**config.mk**
```make
export PLATFORM = sky130hd
export DESIGN_NAME = pipe_ctrl
export DESIGN_NICKNAME = d
export VERILOG_FILES = /design/src/pipe_ctrl_pkg.sv /design/src/exc_qualify.sv /design/src/trap_arbiter.sv /design/src/trap_capture.sv /design/src/pipe_ctrl.sv
export VERILOG_INCLUDE_DIRS = /design/src
export SDC_FILE = /design/constraint.sdc
export NUM_CORES = 1
export LEC_CHECK = 0
export ABC_AREA = 1
export BUFFER_PORTS_ARGS = -buffer_cell sky130_fd_sc_hd__buf_2
export CORE_AREA = 4 4 133 135
export DETAILED_ROUTE_END_ITERATION = 6
export DIE_AREA = 0 0 137 139
export PLACE_DENSITY = 0.64
export SLEW_MARGIN = 20
export SYNTH_ARGS = -nofsm -noshare
export SYNTH_HDL_FRONTEND = slang
export SYNTH_SLANG_ARGS = --single-unit
```
**constraint.sdc**
```tcl
create_clock -name clk_i -period 2.75 [get_ports clk_i]
set_clock_uncertainty 0.1 [all_clocks]
set_input_delay 0.55 -clock clk_i [delete_from_list [all_inputs] [get_ports clk_i]]
set_output_delay 0.55 -clock clk_i [all_outputs]
set_load 0.05 [all_outputs]
```
**src/pipe_ctrl_consts.svh**
```systemverilog
// Pipeline control constants: data widths, access-size codes and RISC-V mcause codes
`ifndef PIPE_CTRL_CONSTS_SVH
`define PIPE_CTRL_CONSTS_SVH

// ==============================
// Widths
// ==============================
// Data and address width
`define XLEN 32
// Access-size field width
`define MEM_SIZE_W 2

// ==============================
// Access-size codes
// ==============================
// 0 is no access, 1 is a byte access
`define MEM_SIZE_HALF 2'd2
`define MEM_SIZE_WORD 2'd3

// ==============================
// Machine trap cause codes
// ==============================
`define CAUSE_INSTR_MISALIGNED 0
`define CAUSE_ILLEGAL_INSTR    2
`define CAUSE_BREAKPOINT       3
`define CAUSE_LOAD_MISALIGNED  4
`define CAUSE_STORE_MISALIGNED 6
// Environment call from M-mode
`define CAUSE_ECALL            11

`endif

```
**src/pipe_ctrl_pkg.sv**
```systemverilog
// Shared types for pipeline control: stage vectors, exception and stall encodings
`default_nettype none

`include "pipe_ctrl_consts.svh"

package pipe_ctrl_pkg;

  // ==============================
  // Vector types
  // ==============================
  // PC, instruction word, effective address or trap value
  typedef logic [`XLEN-1:0] xlen_t;

  // Access size of the memory op in execute
  typedef logic [`MEM_SIZE_W-1:0] mem_size_t;

  // ==============================
  // Exception types
  // ==============================
  // Carried down the pipe with each instruction
  typedef enum logic [2:0] {
    NO_EXCEPTION,
    INSTR_MISALIGNED,
    ILLEGAL_INSTRUCTION,
    BREAKPOINT,
    ECALL,
    LOAD_MISALIGNED,
    STORE_MISALIGNED
  } exc_type_e;

  // ==============================
  // Stall causes
  // ==============================
  // Ordered as listed; the arbiter applies the priority
  typedef enum logic [2:0] {
    NO_STALL,
    IMISS_STALL,
    DMISS_STALL,
    LOAD_RAW_STALL,
    ALU_STALL
  } stall_e;

endpackage

`default_nettype wire

```
**src/exc_qualify.sv**
```systemverilog
// Exception qualifier: masks wrong-path exceptions and flags misaligned loads and stores
`timescale 1ns/1ps
`default_nettype none

`include "pipe_ctrl_consts.svh"

module exc_qualify (
  // Branch prediction confirmed in execute
  input  logic                     spec_hit_i,
  // Raw stage exceptions
  input  pipe_ctrl_pkg::exc_type_e fe_exc_i,
  input  pipe_ctrl_pkg::exc_type_e de_pipe_exc_i,
  input  pipe_ctrl_pkg::exc_type_e de_dec_exc_i,
  input  pipe_ctrl_pkg::exc_type_e ex_alu_exc_i,
  // Memory access in execute
  input  pipe_ctrl_pkg::mem_size_t ex_mem_size_i,
  input  logic                     ex_mem_wr_i,
  input  pipe_ctrl_pkg::xlen_t     ex_addr_i,
  // Qualified exceptions
  output pipe_ctrl_pkg::exc_type_e fe_exc_o,
  output pipe_ctrl_pkg::exc_type_e de_exc_o,
  output pipe_ctrl_pkg::exc_type_e ex_exc_o
);

  logic                     ex_misaligned;
  pipe_ctrl_pkg::exc_type_e de_merged;

  // ==============================
  // Fetch and decode
  // ==============================
  // Carried exception from fetch wins over the decoder's own
  assign de_merged = (de_pipe_exc_i != pipe_ctrl_pkg::NO_EXCEPTION) ? de_pipe_exc_i
                                                                   : de_dec_exc_i;

  // Wrong-path instructions never raise a trap
  assign fe_exc_o = spec_hit_i ? fe_exc_i  : pipe_ctrl_pkg::NO_EXCEPTION;
  assign de_exc_o = spec_hit_i ? de_merged : pipe_ctrl_pkg::NO_EXCEPTION;

  // ==============================
  // Execute
  // ==============================
  // Alignment check on the effective address
  always_comb begin
    case (ex_mem_size_i)
      // Halfword needs bit 0 clear
      `MEM_SIZE_HALF: ex_misaligned = ex_addr_i[0];
      // Word needs both low bits clear
      `MEM_SIZE_WORD: ex_misaligned = |ex_addr_i[1:0];
      // No access or byte access
      default:        ex_misaligned = 1'b0;
    endcase
  end

  // ALU exception first, then the memory alignment fault
  // Not masked by spec_hit since execute is the resolving stage
  always_comb begin
    if (ex_alu_exc_i != pipe_ctrl_pkg::NO_EXCEPTION) begin
      ex_exc_o = ex_alu_exc_i;
    end else if (ex_misaligned) begin
      // Write flag picks store over load
      ex_exc_o = ex_mem_wr_i ? pipe_ctrl_pkg::STORE_MISALIGNED
                             : pipe_ctrl_pkg::LOAD_MISALIGNED;
    end else begin
      ex_exc_o = pipe_ctrl_pkg::NO_EXCEPTION;
    end
  end

endmodule

`default_nettype wire

```
**src/trap_arbiter.sv**
```systemverilog
// Trap arbiter: stall priority, flush decisions and selection of trap cause, mepc and tval
`timescale 1ns/1ps
`default_nettype none

`include "pipe_ctrl_consts.svh"

module trap_arbiter (
  // Stall requests
  input  logic                     imiss_stall_i,
  input  logic                     dmiss_stall_i,
  input  logic                     raw_stall_i,
  input  logic                     alu_stall_i,
  // Hazard unit flushes
  input  logic                     hz_de_flush_i,
  input  logic                     hz_ex_flush_i,
  // Qualified exceptions
  input  pipe_ctrl_pkg::exc_type_e fe_exc_i,
  input  pipe_ctrl_pkg::exc_type_e de_exc_i,
  input  pipe_ctrl_pkg::exc_type_e ex_exc_i,
  // Stage values
  input  pipe_ctrl_pkg::xlen_t     fe_pc_i,
  input  pipe_ctrl_pkg::xlen_t     fe_inst_i,
  input  pipe_ctrl_pkg::xlen_t     de_pc_i,
  input  pipe_ctrl_pkg::xlen_t     de_inst_i,
  input  pipe_ctrl_pkg::xlen_t     ex_pc_i,
  input  pipe_ctrl_pkg::xlen_t     ex_inst_i,
  input  pipe_ctrl_pkg::xlen_t     ex_addr_i,
  // Pipeline control
  output pipe_ctrl_pkg::stall_e    stall_cause_o,
  output logic                     de_enable_o,
  output logic                     de_flush_o,
  output logic                     ex_flush_o,
  output logic                     me_flush_o,
  // Trap request
  output logic                     trap_take_o,
  output pipe_ctrl_pkg::xlen_t     cause_o,
  output pipe_ctrl_pkg::xlen_t     mepc_o,
  output pipe_ctrl_pkg::xlen_t     tval_o
);

  logic                     hard_stall;
  logic                     fe_has_exc;
  logic                     de_has_exc;
  logic                     ex_has_exc;
  logic                     win_from_ex;
  pipe_ctrl_pkg::exc_type_e win_exc;
  pipe_ctrl_pkg::xlen_t     win_pc;
  pipe_ctrl_pkg::xlen_t     win_inst;

  // Exception type to mcause code
  function automatic pipe_ctrl_pkg::xlen_t cause_code(input pipe_ctrl_pkg::exc_type_e exc);
    pipe_ctrl_pkg::xlen_t code;
    case (exc)
      pipe_ctrl_pkg::INSTR_MISALIGNED:    code = pipe_ctrl_pkg::xlen_t'(`CAUSE_INSTR_MISALIGNED);
      pipe_ctrl_pkg::ILLEGAL_INSTRUCTION: code = pipe_ctrl_pkg::xlen_t'(`CAUSE_ILLEGAL_INSTR);
      pipe_ctrl_pkg::BREAKPOINT:          code = pipe_ctrl_pkg::xlen_t'(`CAUSE_BREAKPOINT);
      pipe_ctrl_pkg::ECALL:               code = pipe_ctrl_pkg::xlen_t'(`CAUSE_ECALL);
      pipe_ctrl_pkg::LOAD_MISALIGNED:     code = pipe_ctrl_pkg::xlen_t'(`CAUSE_LOAD_MISALIGNED);
      pipe_ctrl_pkg::STORE_MISALIGNED:    code = pipe_ctrl_pkg::xlen_t'(`CAUSE_STORE_MISALIGNED);
      default:                            code = '0;
    endcase
    return code;
  endfunction

  // ==============================
  // Stall priority
  // ==============================
  // imiss > dmiss > load RAW > ALU
  always_comb begin
    if (imiss_stall_i) begin
      stall_cause_o = pipe_ctrl_pkg::IMISS_STALL;
    end else if (dmiss_stall_i) begin
      stall_cause_o = pipe_ctrl_pkg::DMISS_STALL;
    end else if (raw_stall_i) begin
      stall_cause_o = pipe_ctrl_pkg::LOAD_RAW_STALL;
    end else if (alu_stall_i) begin
      stall_cause_o = pipe_ctrl_pkg::ALU_STALL;
    end else begin
      stall_cause_o = pipe_ctrl_pkg::NO_STALL;
    end
  end

  // Decode advances only with no stall at all
  assign de_enable_o = (stall_cause_o == pipe_ctrl_pkg::NO_STALL);

  // A load RAW stall still lets hazard flushes through
  assign hard_stall = stall_cause_o inside {pipe_ctrl_pkg::IMISS_STALL,
                                            pipe_ctrl_pkg::DMISS_STALL,
                                            pipe_ctrl_pkg::ALU_STALL};

  // ==============================
  // Flush decisions
  // ==============================
  assign fe_has_exc = (fe_exc_i != pipe_ctrl_pkg::NO_EXCEPTION);
  assign de_has_exc = (de_exc_i != pipe_ctrl_pkg::NO_EXCEPTION);
  assign ex_has_exc = (ex_exc_i != pipe_ctrl_pkg::NO_EXCEPTION);

  // Younger stages are squashed behind a faulting instruction
  assign de_flush_o = (hz_de_flush_i && !hard_stall) || ex_has_exc || de_has_exc;
  assign ex_flush_o = (hz_ex_flush_i && !hard_stall) || ex_has_exc || de_has_exc;
  // Only an execute fault kills the op entering memory
  assign me_flush_o = ex_has_exc;

  // ==============================
  // Trap selection
  // ==============================
  assign trap_take_o = ex_has_exc || de_has_exc || fe_has_exc;

  // Oldest stage wins: execute, then decode, then fetch
  always_comb begin
    win_from_ex = 1'b0;
    win_exc     = pipe_ctrl_pkg::NO_EXCEPTION;
    win_pc      = '0;
    win_inst    = '0;
    if (ex_has_exc) begin
      win_from_ex = 1'b1;
      win_exc     = ex_exc_i;
      win_pc      = ex_pc_i;
      win_inst    = ex_inst_i;
    end else if (de_has_exc) begin
      win_exc  = de_exc_i;
      win_pc   = de_pc_i;
      win_inst = de_inst_i;
    end else if (fe_has_exc) begin
      win_exc  = fe_exc_i;
      win_pc   = fe_pc_i;
      win_inst = fe_inst_i;
    end
  end

  assign cause_o = cause_code(win_exc);
  assign mepc_o  = win_pc;

  // Trap value by exception type
  always_comb begin
    case (win_exc)
      pipe_ctrl_pkg::ILLEGAL_INSTRUCTION: tval_o = win_inst;
      // Faulting effective address
      pipe_ctrl_pkg::LOAD_MISALIGNED,
      pipe_ctrl_pkg::STORE_MISALIGNED:    tval_o = ex_addr_i;
      // Target PC only known for fetch and decode faults
      pipe_ctrl_pkg::INSTR_MISALIGNED:    tval_o = win_from_ex ? '0 : win_pc;
      default:                            tval_o = '0;
    endcase
  end

endmodule

`default_nettype wire

```
**src/trap_capture.sv**
```systemverilog
// Trap capture: machine trap registers loaded on a taken trap, with a one-cycle valid pulse
`timescale 1ns/1ps
`default_nettype none

module trap_capture (
  input  logic                 clk_i,
  input  logic                 rst_ni,
  // Trap request from the arbiter
  input  logic                 trap_take_i,
  input  pipe_ctrl_pkg::xlen_t cause_i,
  input  pipe_ctrl_pkg::xlen_t mepc_i,
  input  pipe_ctrl_pkg::xlen_t tval_i,
  // Captured trap state
  output logic                 trap_valid_o,
  output pipe_ctrl_pkg::xlen_t mcause_o,
  output pipe_ctrl_pkg::xlen_t mepc_o,
  output pipe_ctrl_pkg::xlen_t mtval_o
);

  logic                 valid_q;
  pipe_ctrl_pkg::xlen_t mcause_q;
  pipe_ctrl_pkg::xlen_t mepc_q;
  pipe_ctrl_pkg::xlen_t mtval_q;

  // ==============================
  // Capture registers
  // ==============================
  // Stalls do not hold off a capture
  always_ff @(posedge clk_i) begin
    if (!rst_ni) begin
      valid_q  <= 1'b0;
      mcause_q <= '0;
      mepc_q   <= '0;
      mtval_q  <= '0;
    end else begin
      // One pulse per taken trap
      valid_q <= trap_take_i;
      // Values hold until the next trap
      if (trap_take_i) begin
        mcause_q <= cause_i;
        mepc_q   <= mepc_i;
        mtval_q  <= tval_i;
      end
    end
  end

  assign trap_valid_o = valid_q;
  assign mcause_o     = mcause_q;
  assign mepc_o       = mepc_q;
  assign mtval_o      = mtval_q;

endmodule

`default_nettype wire

```
**src/pipe_ctrl.sv**
```systemverilog
// Pipeline control top: exception qualification, stall and trap arbitration, trap capture
`timescale 1ns/1ps
`default_nettype none

module pipe_ctrl (
  input  logic                     clk_i,
  input  logic                     rst_ni,
  // Branch prediction result
  input  logic                     spec_hit_i,
  // Raw stage exceptions
  input  pipe_ctrl_pkg::exc_type_e fe_exc_i,
  input  pipe_ctrl_pkg::exc_type_e de_pipe_exc_i,
  input  pipe_ctrl_pkg::exc_type_e de_dec_exc_i,
  input  pipe_ctrl_pkg::exc_type_e ex_alu_exc_i,
  // Execute memory access
  input  pipe_ctrl_pkg::mem_size_t ex_mem_size_i,
  input  logic                     ex_mem_wr_i,
  input  pipe_ctrl_pkg::xlen_t     ex_addr_i,
  // Stall requests
  input  logic                     imiss_stall_i,
  input  logic                     dmiss_stall_i,
  input  logic                     raw_stall_i,
  input  logic                     alu_stall_i,
  // Hazard flushes
  input  logic                     hz_de_flush_i,
  input  logic                     hz_ex_flush_i,
  // Stage PCs and instruction words
  input  pipe_ctrl_pkg::xlen_t     fe_pc_i,
  input  pipe_ctrl_pkg::xlen_t     fe_inst_i,
  input  pipe_ctrl_pkg::xlen_t     de_pc_i,
  input  pipe_ctrl_pkg::xlen_t     de_inst_i,
  input  pipe_ctrl_pkg::xlen_t     ex_pc_i,
  input  pipe_ctrl_pkg::xlen_t     ex_inst_i,
  // Pipeline control outputs
  output pipe_ctrl_pkg::stall_e    stall_cause_o,
  output logic                     de_enable_o,
  output logic                     de_flush_o,
  output logic                     ex_flush_o,
  output logic                     me_flush_o,
  // Captured trap
  output logic                     trap_valid_o,
  output pipe_ctrl_pkg::xlen_t     mcause_o,
  output pipe_ctrl_pkg::xlen_t     mepc_o,
  output pipe_ctrl_pkg::xlen_t     mtval_o
);

  // Qualified exceptions
  pipe_ctrl_pkg::exc_type_e fe_exc_q;
  pipe_ctrl_pkg::exc_type_e de_exc_q;
  pipe_ctrl_pkg::exc_type_e ex_exc_q;
  // Trap request into capture
  logic                     trap_take;
  pipe_ctrl_pkg::xlen_t     trap_cause;
  pipe_ctrl_pkg::xlen_t     trap_mepc;
  pipe_ctrl_pkg::xlen_t     trap_tval;

  // ==============================
  // Input side
  // ==============================
  exc_qualify u_exc_qualify (
    .spec_hit_i   (spec_hit_i),
    .fe_exc_i     (fe_exc_i),
    .de_pipe_exc_i(de_pipe_exc_i),
    .de_dec_exc_i (de_dec_exc_i),
    .ex_alu_exc_i (ex_alu_exc_i),
    .ex_mem_size_i(ex_mem_size_i),
    .ex_mem_wr_i  (ex_mem_wr_i),
    .ex_addr_i    (ex_addr_i),
    .fe_exc_o     (fe_exc_q),
    .de_exc_o     (de_exc_q),
    .ex_exc_o     (ex_exc_q)
  );

  // ==============================
  // Arbitration
  // ==============================
  trap_arbiter u_trap_arbiter (
    .imiss_stall_i(imiss_stall_i),
    .dmiss_stall_i(dmiss_stall_i),
    .raw_stall_i  (raw_stall_i),
    .alu_stall_i  (alu_stall_i),
    .hz_de_flush_i(hz_de_flush_i),
    .hz_ex_flush_i(hz_ex_flush_i),
    .fe_exc_i     (fe_exc_q),
    .de_exc_i     (de_exc_q),
    .ex_exc_i     (ex_exc_q),
    .fe_pc_i      (fe_pc_i),
    .fe_inst_i    (fe_inst_i),
    .de_pc_i      (de_pc_i),
    .de_inst_i    (de_inst_i),
    .ex_pc_i      (ex_pc_i),
    .ex_inst_i    (ex_inst_i),
    .ex_addr_i    (ex_addr_i),
    .stall_cause_o(stall_cause_o),
    .de_enable_o  (de_enable_o),
    .de_flush_o   (de_flush_o),
    .ex_flush_o   (ex_flush_o),
    .me_flush_o   (me_flush_o),
    .trap_take_o  (trap_take),
    .cause_o      (trap_cause),
    .mepc_o       (trap_mepc),
    .tval_o       (trap_tval)
  );

  // ==============================
  // Output side
  // ==============================
  trap_capture u_trap_capture (
    .clk_i       (clk_i),
    .rst_ni      (rst_ni),
    .trap_take_i (trap_take),
    .cause_i     (trap_cause),
    .mepc_i      (trap_mepc),
    .tval_i      (trap_tval),
    .trap_valid_o(trap_valid_o),
    .mcause_o    (mcause_o),
    .mepc_o      (mepc_o),
    .mtval_o     (mtval_o)
  );

endmodule

`default_nettype wire

```
==> results.tsv <==
stage	metric	value	unit
run_status	outcome	finished, final reports clean	
power	switching part of the total	37.15	%
route	Pre-antenna DRT Iters	5	
clock_network	CTS sink cnt	69	
critical_path	largest stage delay on the critical path	0.26	ns
finish	Synth-to-Final Area Change	39.68	%
synth	Synth Flop Type	dfxtp_1	
synth	Avg Inst Size Synth	6.033	um2
placement	pre-CTS setup slack	0.1416	ns
placement	IO buf count	323	
power	PwrDens	459.1	mW/mm2
route	DR iter-0 viols	488	
global_route	grt total ovfl	0	
clock_network	Post-CTS Setup Bufs	0	
synth	Yosys top cell by area	dfxtp_1	
floorplan	initial cell density of the core	31.69	%
finish	layout cells sized above 1	34.33	%
power	leak pwr	0.004085	uW
floorplan	area of the die	0.01904	mm2
sta	Final min period	2.482	ns
global_route	first-pass GRT wire length	35.80	mm
floorplan	Core Area	0.01647	mm2
synth	sequential area share after synthesis	26.47	%
synth	Synth top cells by count	nand2_1, nand3_1, inv_1	
min_path	Hold Path Cell Cnt	2	
floorplan	Chip Width	137	um
power	total power	3347	uW
min_path	worst min-delay path category	register to register	
critical_path	Crit Reg-Reg Startpoint	u_trap_capture.mtval_o[14]$_SDFFE_PN0P_	
global_route	GRT Total Usage	24.10	%
global_route	vias in the first global route	6668	
route	Detailed Route WL	23.97	mm
synth	top cell type's share of synthesized area	26.47	%
route	Antenna Nets Post-Route	0	
synth	Post-synth EDFFs	0	
placement	Placed Cells	1377	
sta	final setup margin	0.2678	ns
finish	Fillers	1787	
synth	synthesized flop and latch total	69	
sta	Hold Vio Cnt, Final	0	
finish	diodes inserted	0	
min_path	Hold Crit Start	u_trap_capture.mepc_o[4]$_SDFFE_PN0P_	
critical_path	critical path startpoint	ex_addr_i[1]	
critical_path	setup slack, reg-to-reg	1.97	ns
synth	Synth cell types	29	
sta	achievable clock frequency	0.4029	GHz
placement	Area after DPL	0.007004	mm2
synth	Area contributors post-synth	dfxtp_1, nand2_1, nand3_1	
clock_network	Post-CTS Resized	0	
power	clock power share	34.2	%
synth	top-count cell post-synth	nand2_1	
power	P_int	2103	uW
global_route	largest net degree at the start of global routing	47	
floorplan	Die Y	139	um
route	DRC errors left	0	
sta	worst-margin pin slew	0.5355	ns
clock_network	hold-fix buffers at CTS	0	
clock_network	Worst-Skew Late Latency	0.33	ns
global_route	initial antenna violation count	1	
sta	setup violators final	0	
critical_path	crit-path most repeated cell	nand2_1	
critical_path	Cell Chain, Critical Path	buf_2, nand2_1, nand2_1, nand2_1, inv_1, nor2_8, inv_4, nor2_4, o21ai_0, buf_2	
route	via count	6906	
clock_network	Clock Path Buffers	2	
sta	Rel. slew slack	64.26	%
route	routed vias/inst	4.965	
sta	fin crit share	90.26	%
floorplan	num rows	47	
critical_path	CP Launch Type	input port	
critical_path	worst-case reg-to-reg path depth	4	
clock_network	CTS tree	done	
critical_path	slowest CP cell	nor2_4	
power	Seq pwr share	32.8	%
power	switching pwr	1243	uW
critical_path	crit path DAT	1.83	ns
placement	half-perimeter wire length after detailed placement	18.65	mm
synth	Synth Cell Area	0.005219	mm2
route	WL/cell	17.23	um
clock_network	clock buffer count from CTS	9	
power	combinational power share	33.1	%
critical_path	crit path kind	input port to output pin	
critical_path	Critical Path End Type	output pin	
floorplan	num ports	352	
synth	Syn Inst Count	865	
critical_path	worst path required time	2.10	ns
clock_network	clock slew at reported path FFs	0.06	ns
placement	Placer Congestion	0.8666	
job	Max-cap violations	0	
sta	setup TNS	0	ns
clock_network	H-tree levels	3	
critical_path	Max FO, Critical Path	9	
sta	RSZ-0062 raised after global routing	no	
synth	synth warn	0	
power	peak supply drop	0.2427	mV
finish	Final Non-Filler Cells	1391	
sta	Final Slew Violations	0	
clock_network	CTS root buffer	clkbuf_16	
finish	Final Instance Area	0.007289	mm2
finish	# nets final	1416	
synth	Synth async-reset ratio	0	%
-- path summary, 6_finish.rpt --
path	to
worst max-delay path	ex_flush_o
worst max register to register	u_trap_capture.mtval_o[14]$_SDFFE_PN0P_
worst min register to register	u_trap_capture.mepc_o[4]$_SDFFE_PN0P_
worst min-delay path	u_trap_capture.mepc_o[4]$_SDFFE_PN0P_
-- critical path: cells and delay by family --
family,cells,cell delay (ns)
and+or+nand+nor,5,0.59
buffers and inverters,4,0.56
AOI/OAI and AO/OA,1,0.13
-- per-stage QoR --
step,util [%],hold slack [ns]
3_3_place_gp,42.54,0.3428
5_1_grt,44.27,0.3724
4_1_cts,44.27,0.3604
6_report,44.27,0.3599
3_5_place_dp,42.54,0.3490
2_1_floorplan,-,0.5711
-- per-layer routing --
metal / vias up / track usage [%] / part of all wire [%]
li1: 3361 / - / -
met1: 3164 / 29.16 / 40
met2: 337 / 40.92 / 48
met3: 42 / 5.443 / 9.1
met4: 2 / 9.769 / 2.9
met5: - / 0 / 0.050
-- state kept, by name, indices dropped and copies added, names as in the netlist --
signal                       cells
u_trap_capture.trap_valid_o      1
u_trap_capture.mepc_o           32
u_trap_capture.mtval_o          32
u_trap_capture.mcause_o          4
-- area by class of cell --
cell class                 count  area [um2]  share of cell area, %
clock buffer                  13       280.3                  3.845
inverter                      88       332.8                  4.566
tap                          220       275.3                  3.776
multi-input combinational    646        3053                  41.88
sequential                    69        1381                  18.95
clock inverter                 1       5.005                0.06866
timing repair buffer         354        1962                  26.91
-- cell families (layout without fill, tap and decap cells) --
kind of cell | after synthesis | in the layout | synth area share [%]
AOI/OAI and AO/OA | 94 | 94 | 9.494
buffers and inverters | 177 | 456 | 17.33
DFF | 69 | 69 | 26.47
other | 1 | 28 | 0.07186
and+or+nand+nor | 524 | 524 | 46.63
-- placed cells by master, fill, tap and decap left out, types with 2 or more instances in the layout --
cell type,synthesis,layout
dfxtp_1,69,69
nand4_1,20,20
clkbuf_8,0,4
nor2_4,3,4
conb_1,1,28
a21oi_1,52,52
buf_4,42,22
nand3_2,11,12
nand2_4,2,2
nor2_2,3,3
nand3_1,199,198
inv_1,86,86
buf_2,16,323
nand2_2,6,6
nand2_1,270,270
nor2_1,6,5
clkbuf_16,0,9
buf_12,0,9
o21ai_0,37,37
nor2_8,2,2
-- power by group through the flow --
stage / registers (uW) / clock network (uW) / logic, uW
finish: 1100 / 1140 / 1110
global route: 1100 / 1210 / 1190
CTS: 1100 / 1170 / 1110
detailed placement: 1120 / 0 / 1100
global placement: 1110 / 0 / 1110
floorplan: 1340 / 0 / 511
(Power assumes the default switching activity.)
